### src/design/mix_pkg.sv
package mix_pkg;

    localparam int NUM_SRC   = 4;
    localparam int FRAME_LEN = 256;
    localparam int SAMPLE_W  = 24;
    localparam int VOL_W     = 16;
    localparam int MUL_LAT   = 4;

    localparam int PHASE_W   = $clog2(FRAME_LEN);
    localparam int POP_W     = 2 * NUM_SRC;          // One pop per source and side.
    localparam int SRC_W     = $clog2(NUM_SRC);
    localparam int IDX_W     = SRC_W + 1;
    localparam int ACC_FIRST = MUL_LAT + 1;          // First product back from the scaler.
    localparam int ACC_LAST  = MUL_LAT + POP_W;

    localparam int PP_W      = SAMPLE_W + VOL_W / 2 + 1;
    localparam int PROD_W    = SAMPLE_W + VOL_W + 1;

    localparam logic signed [SAMPLE_W-1:0] SAMPLE_MAX = {1'b0, {(SAMPLE_W - 1){1'b1}}};
    localparam logic signed [SAMPLE_W-1:0] SAMPLE_MIN = {1'b1, {(SAMPLE_W - 1){1'b0}}};

    localparam int AXI_ADDR_W = 8;
    localparam int AXI_DATA_W = 32;

    localparam logic [1:0] RESP_OKAY   = 2'b00;
    localparam logic [1:0] RESP_SLVERR = 2'b10;

    localparam logic [AXI_ADDR_W-1:0] ADDR_CTRL     = 8'h00; // Bit 0 enable.
    localparam logic [AXI_ADDR_W-1:0] ADDR_STATUS   = 8'h04; // Clip flags, W1C.
    localparam logic [AXI_ADDR_W-1:0] ADDR_FRAMES   = 8'h08; // Read only.
    localparam logic [AXI_ADDR_W-1:0] ADDR_VOL_BASE = 8'h10; // One word per source.

    typedef struct packed {
        logic [VOL_W-1:0] vol_r;
        logic [VOL_W-1:0] vol_l;
    } vol_pair_t;

    typedef union packed {
        logic [AXI_DATA_W-1:0] raw;
        vol_pair_t             pair;
    } vol_word_u;

endpackage

### src/design/mix_ctrl_if.sv
`timescale 1ns/1ps

interface mix_ctrl_if;
    import mix_pkg::*;

    vol_word_u  vol [NUM_SRC];
    logic       enable;
    logic       frame_tick; // High for one cycle at the frame end.
    logic [1:0] clip;       // Saturation event per side.

    modport regs (
        output vol,
        output enable,
        input  frame_tick,
        input  clip
    );

    modport engine (
        input  vol,
        input  enable,
        output frame_tick,
        output clip
    );

endinterface

### src/design/mix_regs.sv
`timescale 1ns/1ps

module mix_regs (
    input  logic                          clk,
    input  logic                          rst,
    input  logic [mix_pkg::AXI_ADDR_W-1:0] s_awaddr_i,
    input  logic                          s_awvalid_i,
    input  logic [mix_pkg::AXI_DATA_W-1:0] s_wdata_i,
    input  logic                          s_wvalid_i,
    input  logic                          s_bready_i,
    input  logic [mix_pkg::AXI_ADDR_W-1:0] s_araddr_i,
    input  logic                          s_arvalid_i,
    input  logic                          s_rready_i,
    output logic                          s_awready_o,
    output logic                          s_wready_o,
    output logic [1:0]                    s_bresp_o,
    output logic                          s_bvalid_o,
    output logic                          s_arready_o,
    output logic [mix_pkg::AXI_DATA_W-1:0] s_rdata_o,
    output logic [1:0]                    s_rresp_o,
    output logic                          s_rvalid_o,
    mix_ctrl_if.regs                      ctrl
);
    import mix_pkg::*;

    vol_word_u             vol_q [NUM_SRC];
    logic                  enable_q;
    logic [1:0]            clip_q;
    logic [AXI_DATA_W-1:0] frames_q;
    logic                  bvalid_q;
    logic [1:0]            bresp_q;
    logic                  ar_pend_q;
    logic [AXI_ADDR_W-1:0] ar_addr_q;
    logic                  rvalid_q;
    logic [1:0]            rresp_q;
    logic [AXI_DATA_W-1:0] rdata_q;
    logic                  wr_fire;
    logic                  wr_ok;
    logic [1:0]            clip_clr;
    logic                  rd_ok;
    logic [AXI_DATA_W-1:0] rd_word;

    function automatic logic vol_hit(input logic [AXI_ADDR_W-1:0] addr);
        return (addr[1:0] == 2'b00) && (addr >= ADDR_VOL_BASE) &&
               (addr < ADDR_VOL_BASE + 4 * NUM_SRC);
    endfunction

    function automatic logic [SRC_W-1:0] vol_sel(input logic [AXI_ADDR_W-1:0] addr);
        logic [AXI_ADDR_W-1:0] off;
        off = addr - ADDR_VOL_BASE;
        return off[SRC_W+1:2];
    endfunction

    // AW and W are taken together, and only while no response is pending.
    assign wr_fire     = s_awvalid_i & s_wvalid_i & ~bvalid_q;
    assign s_awready_o = wr_fire;
    assign s_wready_o  = wr_fire;
    assign s_arready_o = ~ar_pend_q & ~rvalid_q;

    assign wr_ok = (s_awaddr_i == ADDR_CTRL) || (s_awaddr_i == ADDR_STATUS) ||
                   (s_awaddr_i == ADDR_FRAMES) || vol_hit(s_awaddr_i);
    assign clip_clr = (wr_fire && s_awaddr_i == ADDR_STATUS) ? s_wdata_i[1:0] : 2'b00;

    always_ff @(posedge clk) begin
        if (rst) begin
            bvalid_q <= 1'b0;
            enable_q <= 1'b0;
            clip_q   <= 2'b00;
            frames_q <= '0;
            for (int k = 0; k < NUM_SRC; k++) begin
                vol_q[k].raw <= '0;
            end
        end else begin
            if (ctrl.frame_tick) begin
                frames_q <= frames_q + 1'b1;
            end
            clip_q <= (clip_q & ~clip_clr) | ctrl.clip; // New event beats the clear.
            if (bvalid_q && s_bready_i) begin
                bvalid_q <= 1'b0;
            end
            if (wr_fire) begin
                bvalid_q <= 1'b1;
                if (s_awaddr_i == ADDR_CTRL) begin
                    enable_q <= s_wdata_i[0];
                end
                if (vol_hit(s_awaddr_i)) begin
                    vol_q[vol_sel(s_awaddr_i)].raw <= s_wdata_i;
                end
            end
        end
    end

    always_ff @(posedge clk) begin
        if (wr_fire) begin
            bresp_q <= wr_ok ? RESP_OKAY : RESP_SLVERR;
        end
    end

    always_comb begin
        rd_ok   = 1'b1;
        rd_word = '0;
        if (ar_addr_q == ADDR_CTRL) begin
            rd_word[0] = enable_q;
        end else if (ar_addr_q == ADDR_STATUS) begin
            rd_word[1:0] = clip_q;
        end else if (ar_addr_q == ADDR_FRAMES) begin
            rd_word = frames_q;
        end else if (vol_hit(ar_addr_q)) begin
            rd_word = vol_q[vol_sel(ar_addr_q)].raw;
        end else begin
            rd_ok = 1'b0;
        end
    end

    // Address is held one cycle, data is registered the next.
    always_ff @(posedge clk) begin
        if (rst) begin
            ar_pend_q <= 1'b0;
            rvalid_q  <= 1'b0;
        end else if (ar_pend_q) begin
            ar_pend_q <= 1'b0;
            rvalid_q  <= 1'b1;
        end else begin
            if (s_arvalid_i && s_arready_o) begin
                ar_pend_q <= 1'b1;
            end
            if (rvalid_q && s_rready_i) begin
                rvalid_q <= 1'b0;
            end
        end
    end

    always_ff @(posedge clk) begin
        if (s_arvalid_i && s_arready_o) begin
            ar_addr_q <= s_araddr_i;
        end
        if (ar_pend_q) begin
            rdata_q <= rd_word;
            rresp_q <= rd_ok ? RESP_OKAY : RESP_SLVERR;
        end
    end

    assign s_bvalid_o  = bvalid_q;
    assign s_bresp_o   = bresp_q;
    assign s_rvalid_o  = rvalid_q;
    assign s_rresp_o   = rresp_q;
    assign s_rdata_o   = rdata_q;
    assign ctrl.vol    = vol_q;
    assign ctrl.enable = enable_q;

    a_bvalid_hold: assert property (@(posedge clk) disable iff (rst)
        s_bvalid_o && !s_bready_i |=> s_bvalid_o && $stable(s_bresp_o));

    a_rvalid_hold: assert property (@(posedge clk) disable iff (rst)
        s_rvalid_o && !s_rready_i |=> s_rvalid_o && $stable(s_rdata_o));

endmodule

### src/design/vol_scaler.sv
`timescale 1ns/1ps

module vol_scaler (
    input  logic                                clk,
    input  logic signed [mix_pkg::SAMPLE_W-1:0] sample_i,
    input  logic        [mix_pkg::VOL_W-1:0]    vol_i,
    output logic signed [mix_pkg::SAMPLE_W-1:0] prod_o
);
    import mix_pkg::*;

    logic signed [SAMPLE_W-1:0] smp_q;
    logic        [VOL_W-1:0]    vol_q;
    logic signed [PP_W-1:0]     pp_lo_q;
    logic signed [PP_W-1:0]     pp_hi_q;
    logic signed [PROD_W-1:0]   sum_q;
    logic signed [PROD_W-1:0]   shifted;
    logic signed [SAMPLE_W-1:0] prod_q;

    // Floor of sample * vol / 2^16.
    assign shifted = sum_q >>> VOL_W;

    always_ff @(posedge clk) begin
        smp_q   <= sample_i;
        vol_q   <= vol_i;
        // Split the volume in bytes; each half is zero extended to stay unsigned.
        pp_lo_q <= smp_q * $signed({1'b0, vol_q[VOL_W/2-1:0]});
        pp_hi_q <= smp_q * $signed({1'b0, vol_q[VOL_W-1:VOL_W/2]});
        sum_q   <= (pp_hi_q <<< (VOL_W / 2)) + pp_lo_q;
        prod_q  <= shifted[SAMPLE_W-1:0];
    end

    assign prod_o = prod_q;

endmodule

### src/design/mix_engine.sv
`timescale 1ns/1ps

module mix_engine (
    input  logic                                        clk,
    input  logic                                        rst,
    mix_ctrl_if.engine                                  ctrl,
    output logic [mix_pkg::POP_W-1:0]                   src_pop_o,
    input  logic [mix_pkg::NUM_SRC*mix_pkg::SAMPLE_W-1:0] src_data_i,
    input  logic [1:0]                                  snk_pop_i,
    output logic [mix_pkg::SAMPLE_W-1:0]                snk_data_o,
    output logic [1:0]                                  snk_ack_o
);
    import mix_pkg::*;

    logic [PHASE_W-1:0]         phase_q;
    logic [POP_W-1:0]           pop_q;
    logic signed [SAMPLE_W-1:0] smp_mux_q;
    logic [VOL_W-1:0]           vol_mux_q;
    logic signed [SAMPLE_W-1:0] prod;
    logic signed [SAMPLE_W-1:0] acc_q [2];
    logic signed [SAMPLE_W-1:0] hold_q [2];
    logic signed [SAMPLE_W:0]   sum;
    logic [1:0]                 clip_q;
    logic [1:0]                 ack_q;
    logic                       chsel_q;
    logic                       frame_end;
    logic                       in_walk;
    logic                       acc_en;
    logic                       acc_side;
    logic [PHASE_W-1:0]         acc_off;
    logic [IDX_W-1:0]           idx;

    assign frame_end = (phase_q == FRAME_LEN - 1);
    assign in_walk   = (phase_q < POP_W);       // Sample k returns in phase k.
    assign idx       = phase_q[IDX_W-1:0];
    assign acc_en    = (phase_q >= ACC_FIRST) && (phase_q <= ACC_LAST);
    assign acc_off   = phase_q - PHASE_W'(ACC_FIRST);
    assign acc_side  = acc_off[0];              // Even slots are left.

    always_ff @(posedge clk) begin
        if (rst) begin
            phase_q <= '0;
            pop_q   <= '0;
        end else begin
            phase_q <= frame_end ? '0 : phase_q + 1'b1;
            if (phase_q == FRAME_LEN - 2) begin
                pop_q <= POP_W'(1); // Walk starts in the last cycle.
            end else begin
                pop_q <= pop_q << 1;
            end
        end
    end

    always_ff @(posedge clk) begin
        if (in_walk && ctrl.enable) begin
            smp_mux_q <= src_data_i[idx[IDX_W-1:1]*SAMPLE_W +: SAMPLE_W];
        end else begin
            smp_mux_q <= '0;
        end
        vol_mux_q <= idx[0] ? ctrl.vol[idx[IDX_W-1:1]].pair.vol_r
                            : ctrl.vol[idx[IDX_W-1:1]].pair.vol_l;
    end

    vol_scaler vol_scaler_inst (
        .clk      (clk),
        .sample_i (smp_mux_q),
        .vol_i    (vol_mux_q),
        .prod_o   (prod)
    );

    assign sum = acc_q[acc_side] + prod;

    always_ff @(posedge clk) begin
        if (rst) begin
            acc_q  <= '{default: '0};
            hold_q <= '{default: '0};
            clip_q <= 2'b00;
        end else begin
            clip_q <= 2'b00;
            if (frame_end) begin
                hold_q <= acc_q;
                acc_q  <= '{default: '0};
            end else if (acc_en) begin
                if (sum[SAMPLE_W] != sum[SAMPLE_W-1]) begin
                    acc_q[acc_side]  <= sum[SAMPLE_W] ? SAMPLE_MIN : SAMPLE_MAX;
                    clip_q[acc_side] <= 1'b1;
                end else begin
                    acc_q[acc_side] <= sum[SAMPLE_W-1:0];
                end
            end
        end
    end

    always_ff @(posedge clk) begin
        if (rst) begin
            ack_q   <= 2'b00;
            chsel_q <= 1'b0;
        end else begin
            ack_q <= 2'b00;
            if (snk_pop_i[0]) begin // Left wins.
                chsel_q <= 1'b0;
                ack_q   <= 2'b01;
            end else if (snk_pop_i[1]) begin
                chsel_q <= 1'b1;
                ack_q   <= 2'b10;
            end
        end
    end

    assign src_pop_o       = pop_q;
    assign snk_data_o      = hold_q[chsel_q];
    assign snk_ack_o       = ack_q;
    assign ctrl.frame_tick = frame_end;
    assign ctrl.clip       = clip_q;

    a_pop_onehot: assert property (@(posedge clk) disable iff (rst)
        $onehot0(src_pop_o));

    a_ack_excl: assert property (@(posedge clk) disable iff (rst)
        snk_ack_o != 2'b11);

endmodule

### src/design/audio_mixer_top.sv
`timescale 1ns/1ps

module audio_mixer_top (
    input  logic                                        clk,
    input  logic                                        rst,
    input  logic [mix_pkg::AXI_ADDR_W-1:0]              s_awaddr_i,
    input  logic                                        s_awvalid_i,
    input  logic [mix_pkg::AXI_DATA_W-1:0]              s_wdata_i,
    input  logic                                        s_wvalid_i,
    input  logic                                        s_bready_i,
    input  logic [mix_pkg::AXI_ADDR_W-1:0]              s_araddr_i,
    input  logic                                        s_arvalid_i,
    input  logic                                        s_rready_i,
    output logic                                        s_awready_o,
    output logic                                        s_wready_o,
    output logic [1:0]                                  s_bresp_o,
    output logic                                        s_bvalid_o,
    output logic                                        s_arready_o,
    output logic [mix_pkg::AXI_DATA_W-1:0]              s_rdata_o,
    output logic [1:0]                                  s_rresp_o,
    output logic                                        s_rvalid_o,
    output logic [mix_pkg::POP_W-1:0]                   src_pop_o,
    input  logic [mix_pkg::NUM_SRC*mix_pkg::SAMPLE_W-1:0] src_data_i,
    input  logic [1:0]                                  snk_pop_i,
    output logic [mix_pkg::SAMPLE_W-1:0]                snk_data_o,
    output logic [1:0]                                  snk_ack_o
);

    mix_ctrl_if ctrl_if ();

    mix_regs mix_regs_inst (
        .clk         (clk),
        .rst         (rst),
        .s_awaddr_i  (s_awaddr_i),
        .s_awvalid_i (s_awvalid_i),
        .s_wdata_i   (s_wdata_i),
        .s_wvalid_i  (s_wvalid_i),
        .s_bready_i  (s_bready_i),
        .s_araddr_i  (s_araddr_i),
        .s_arvalid_i (s_arvalid_i),
        .s_rready_i  (s_rready_i),
        .s_awready_o (s_awready_o),
        .s_wready_o  (s_wready_o),
        .s_bresp_o   (s_bresp_o),
        .s_bvalid_o  (s_bvalid_o),
        .s_arready_o (s_arready_o),
        .s_rdata_o   (s_rdata_o),
        .s_rresp_o   (s_rresp_o),
        .s_rvalid_o  (s_rvalid_o),
        .ctrl        (ctrl_if.regs)
    );

    mix_engine mix_engine_inst (
        .clk        (clk),
        .rst        (rst),
        .ctrl       (ctrl_if.engine),
        .src_pop_o  (src_pop_o),
        .src_data_i (src_data_i),
        .snk_pop_i  (snk_pop_i),
        .snk_data_o (snk_data_o),
        .snk_ack_o  (snk_ack_o)
    );

endmodule

### config.mk
export PLATFORM = sky130hd
export DESIGN_NAME = audio_mixer_top
export DESIGN_NICKNAME = d
export VERILOG_FILES = /design/src/design/mix_pkg.sv /design/src/design/mix_ctrl_if.sv /design/src/design/mix_regs.sv /design/src/design/vol_scaler.sv /design/src/design/mix_engine.sv /design/src/design/audio_mixer_top.sv
export SDC_FILE = /design/constraint.sdc
export NUM_CORES = 2
export LEC_CHECK = 0
export BUFFER_PORTS_ARGS = -buffer_cell sky130_fd_sc_hd__buf_4
export CORE_ASPECT_RATIO = 0.8
export CORE_MARGIN = 1
export CORE_UTILIZATION = 55
export DETAILED_ROUTE_END_ITERATION = 8
export GPL_ROUTABILITY_DRIVEN = 0
export GPL_TIMING_DRIVEN = 0
export PLACE_DENSITY_LB_ADDON = 0.2
export SETUP_SLACK_MARGIN = 0.05
export SLEW_MARGIN = 20
export SYNTH_ARGS = -nofsm -noshare
export SYNTH_HDL_FRONTEND = slang
export SYNTH_HIERARCHICAL = 1
export SYNTH_SLANG_ARGS = --single-unit
### constraint.sdc
create_clock -name clk -period 7.5 [get_ports clk]
set_input_delay 1.125 -clock clk [delete_from_list [all_inputs] [get_ports clk]]
set_output_delay 1.125 -clock clk [all_outputs]
set_load 0.01 [all_outputs]
==> flow_metrics.env <==
export IMPL_nets=4502
export IMPL_gr_total_overflow=0
export IMPL_start_util_pct=56.0
export IMPL_peakVddDrop_uv=158
export IMPL_post_cts_resized=0
export IMPL_hpwl_mm=70.3
export IMPL_mappedNetlistArea_um2=34500
export IMPL_clockBufferDepth=3
export IMPL_cp_required_ns=7.92
export IMPL_drtPass1Iterations=5
export IMPL_numCtsBuffers=50
export IMPL_cts_setup_buffers=0
export IMPL_synth_area_per_cell_um2=9.60
export IMPL_synth_largest_area_cell="dfxtp_1"
export IMPL_via_per_inst=5.57
export IMPL_final_instance_count_excl_fill=4736
export IMPL_path_max_fanout=10
export IMPL_dieArea_um2=63700
export IMPL_status="completed"
export IMPL_post_drt_wl_per_cell_um=18.7
export IMPL_cap_violations=0
export IMPL_async_reset_ff_share_pct=0
export IMPL_switchingPower_w=0.00126
export IMPL_grt_pass1_vias=26078
export IMPL_grt_max_degree=36
export IMPL_antenna_found_initial=1
export IMPL_drt_total_wl_mm=88.6
export IMPL_power_frac_seq_pct=49.0
export IMPL_comb_power_share_pct=5.6
export IMPL_postCtsHoldBufs=0
export IMPL_fin_crit_sh_pct=79.6
export IMPL_crit_path_start_kind="register"
export IMPL_hold_path_class="register to register"
export IMPL_relSlewSlack_pct=16.6
export IMPL_tns_ns=0
export IMPL_io_pins=228
export IMPL_coreArea_um2=61500
export IMPL_ys_types=95
export IMPL_power_per_cell_area_nw_per_um2=146
export IMPL_grt_pass1_wl_mm=141
export IMPL_layout_commonest_cell="nand2_1"
export IMPL_ant_nets=0
export IMPL_synth_top_area_share_pct=27.2
export IMPL_num_antenna_cells=0
export IMPL_fp_dieW_um=282
export IMPL_startpoint="mix_engine_inst/vol_scaler_inst/vol_q[1]$_DFF_P_"
export IMPL_drive_gt1_share_pct=13.5
export IMPL_rsz0062_at_grt="no"
export IMPL_gr_usage_all_layers_pct=28.5
export IMPL_synth_warnings=6
export IMPL_num_rows=81
export IMPL_fin_crit_ns=5.97
export IMPL_synth_seq_cells=510
export IMPL_remaining_drc_errors=0
export IMPL_worst_pin_slew_ns=1.23
export IMPL_finalHoldViolations=0
export IMPL_cts_tree="yes"
export IMPL_setup_violations=0
export IMPL_ys_top_cells_by_area="dfxtp_1 27%, fa_1 17%, ha_1 6.7%"
export IMPL_cts_sinks=510
export IMPL_port_buffers=225
export IMPL_fin_util_pct=63.2
export IMPL_drtIter0Drc=2038
export IMPL_worstPathArrival_ns=6.39
export IMPL_internal_power_w=0.00441
export IMPL_vias=26394
export IMPL_die_h_um=226
export IMPL_synth_edf_count=42
export IMPL_min_from="mix_engine_inst/smp_mux_q[3]$_SDFF_PN0_"
export IMPL_cts_root_buf="clkbuf_16"
export IMPL_layout_cells_most_common_list="479 x nand2_1, 467 x dfxtp_1, 435 x inv_1"
export IMPL_p_sw_share_pct=22.2
export IMPL_syn_inst=3589
export IMPL_h_tree_depth=2
export IMPL_area_growth_syn_to_layout_pct=12.8
export IMPL_r2r_start="mix_engine_inst/vol_scaler_inst/vol_q[1]$_DFF_P_"
export IMPL_synthFlopType="dfxtp_1"
export IMPL_dp_cells=4645
export IMPL_clk_latency_ns=0.60
export IMPL_finalMaxSlewViolations=0
export IMPL_leakage_nw=18.1
export IMPL_fmax_mhz=167
export IMPL_clkPwrFrac_pct=45.4
export IMPL_path_class="register to register"
export IMPL_skew_ns=0.0210
export IMPL_cp_end_kind="register"
export IMPL_clk_pin_slew_ns=0.07
export IMPL_ys_seq_area_share_pct=30.8
sequential cells by signal, indices dropped and copies added, names as in the netlist, 25 cells and up:
name and count:
mix_regs_inst/s_rdata_o 32, mix_engine_inst/vol_scaler_inst/pp_hi_q 32, mix_engine_inst/hold_q 48, mix_engine_inst/vol_scaler_inst/pp_lo_q 25, mix_regs_inst/ctrl.vol 128, mix_regs_inst/frames_q 32, mix_engine_inst/acc_q 48
layer usage:
metal / global-route usage, % / share of wire, %
met4: 8.17 / 2.7
met3: 8.13 / 11
met1: 40.6 / 44
met5: 0 / 0
met2: 42.0 / 43
Yosys cell counts, types with 23 or more instances:
cell type  count
nand2_1      479
dfxtp_1      468
inv_1        435
fa_1         298
a21oi_1      202
and2_1       199
nor2_1       186
ha_1         184
clkbuf_1     134
mux2i_1       98
o21ai_0       93
mux4_2        88
nand3_1       76
xnor2_1       67
mux2_2        48
xor2_1        46
edfxtp_1      42
a21o_1        39
nor2b_1       37
a22o_1        28
nor3_1        26
buf_2         23
cell type report:
cell class,count,area [um2]
inverter,436,1640
tap,830,1040
clock buffer,75,1480
clock inverter,16,213
sequential,510,10600
buffer,181,754
multi-input combinational,2463,21500
fill,5254,22600
timing repair buffer,225,1690
per-stage QoR:
step,power [W],hold WS (ns),setup WS [ns],instance area [um2]
after floorplan,0.00301,0.310,2.69,34500
after global placement,0.00315,0.310,1.73,37200
after detailed placement,0.00316,0.312,1.74,37200
after CTS,0.00572,0.316,1.69,38900
after global routing,0.00586,0.327,1.30,38900
final,0.00567,0.314,1.53,38900
cells by family (layout without fill, tap and decap cells):
| group | after synthesis | after routing | synth area share [%] |
|---|---|---|---|
| other | 1 | 2 | 0.0109 |
| xor gates and xnor gates | 113 | 113 | 2.87 |
| adders and majority gates | 482 | 482 | 24.0 |
| AOI/OAI and AO/OA | 511 | 511 | 9.55 |
| muxes | 234 | 234 | 10.2 |
| and+or+nand+nor | 1121 | 1121 | 15.6 |
| buffers and inverters | 617 | 933 | 6.94 |
| DFF | 510 | 510 | 30.8 |
critical path: stages, from the launching register on:
cell      delay (ns)
dfxtp_1         0.61
clkbuf_1        0.48
nand2_1         0.15
fa_1            0.54
inv_1           0.07
fa_1            0.51
inv_1           0.06
fa_1            0.53
inv_1           0.05
fa_1            0.45
ha_1            0.29
o21a_1          0.14
o22ai_1         0.18
or4_4           0.62
a31oi_4         0.20
o21ai_2         0.14
o21bai_2        0.17
a21oi_1         0.10
xnor2_1         0.51
worst paths after layout:
check	endpoint	slack (ns)	depth (start not counted)
max	mix_engine_inst/vol_scaler_inst/pp_lo_q[30]$_DFF_P_	1.53	18
min	mix_engine_inst/vol_scaler_inst/smp_q[3]$_DFF_P_	0.31	0
max reg2reg	mix_engine_inst/vol_scaler_inst/pp_lo_q[30]$_DFF_P_	1.53	18
min reg2reg	mix_engine_inst/vol_scaler_inst/smp_q[3]$_DFF_P_	0.31	0
power by group through the flow:
stage               Sequential (W)  Clock [W]  Combinational (W)
global route               0.00278    0.00274           0.000341
finish                     0.00278    0.00258           0.000317
floorplan                  0.00284          0           0.000168
global placement           0.00284          0           0.000314
CTS                        0.00278    0.00263           0.000316
detailed placement         0.00284          0           0.000316
No activity file was read; power rests on OpenSTA's default activity.
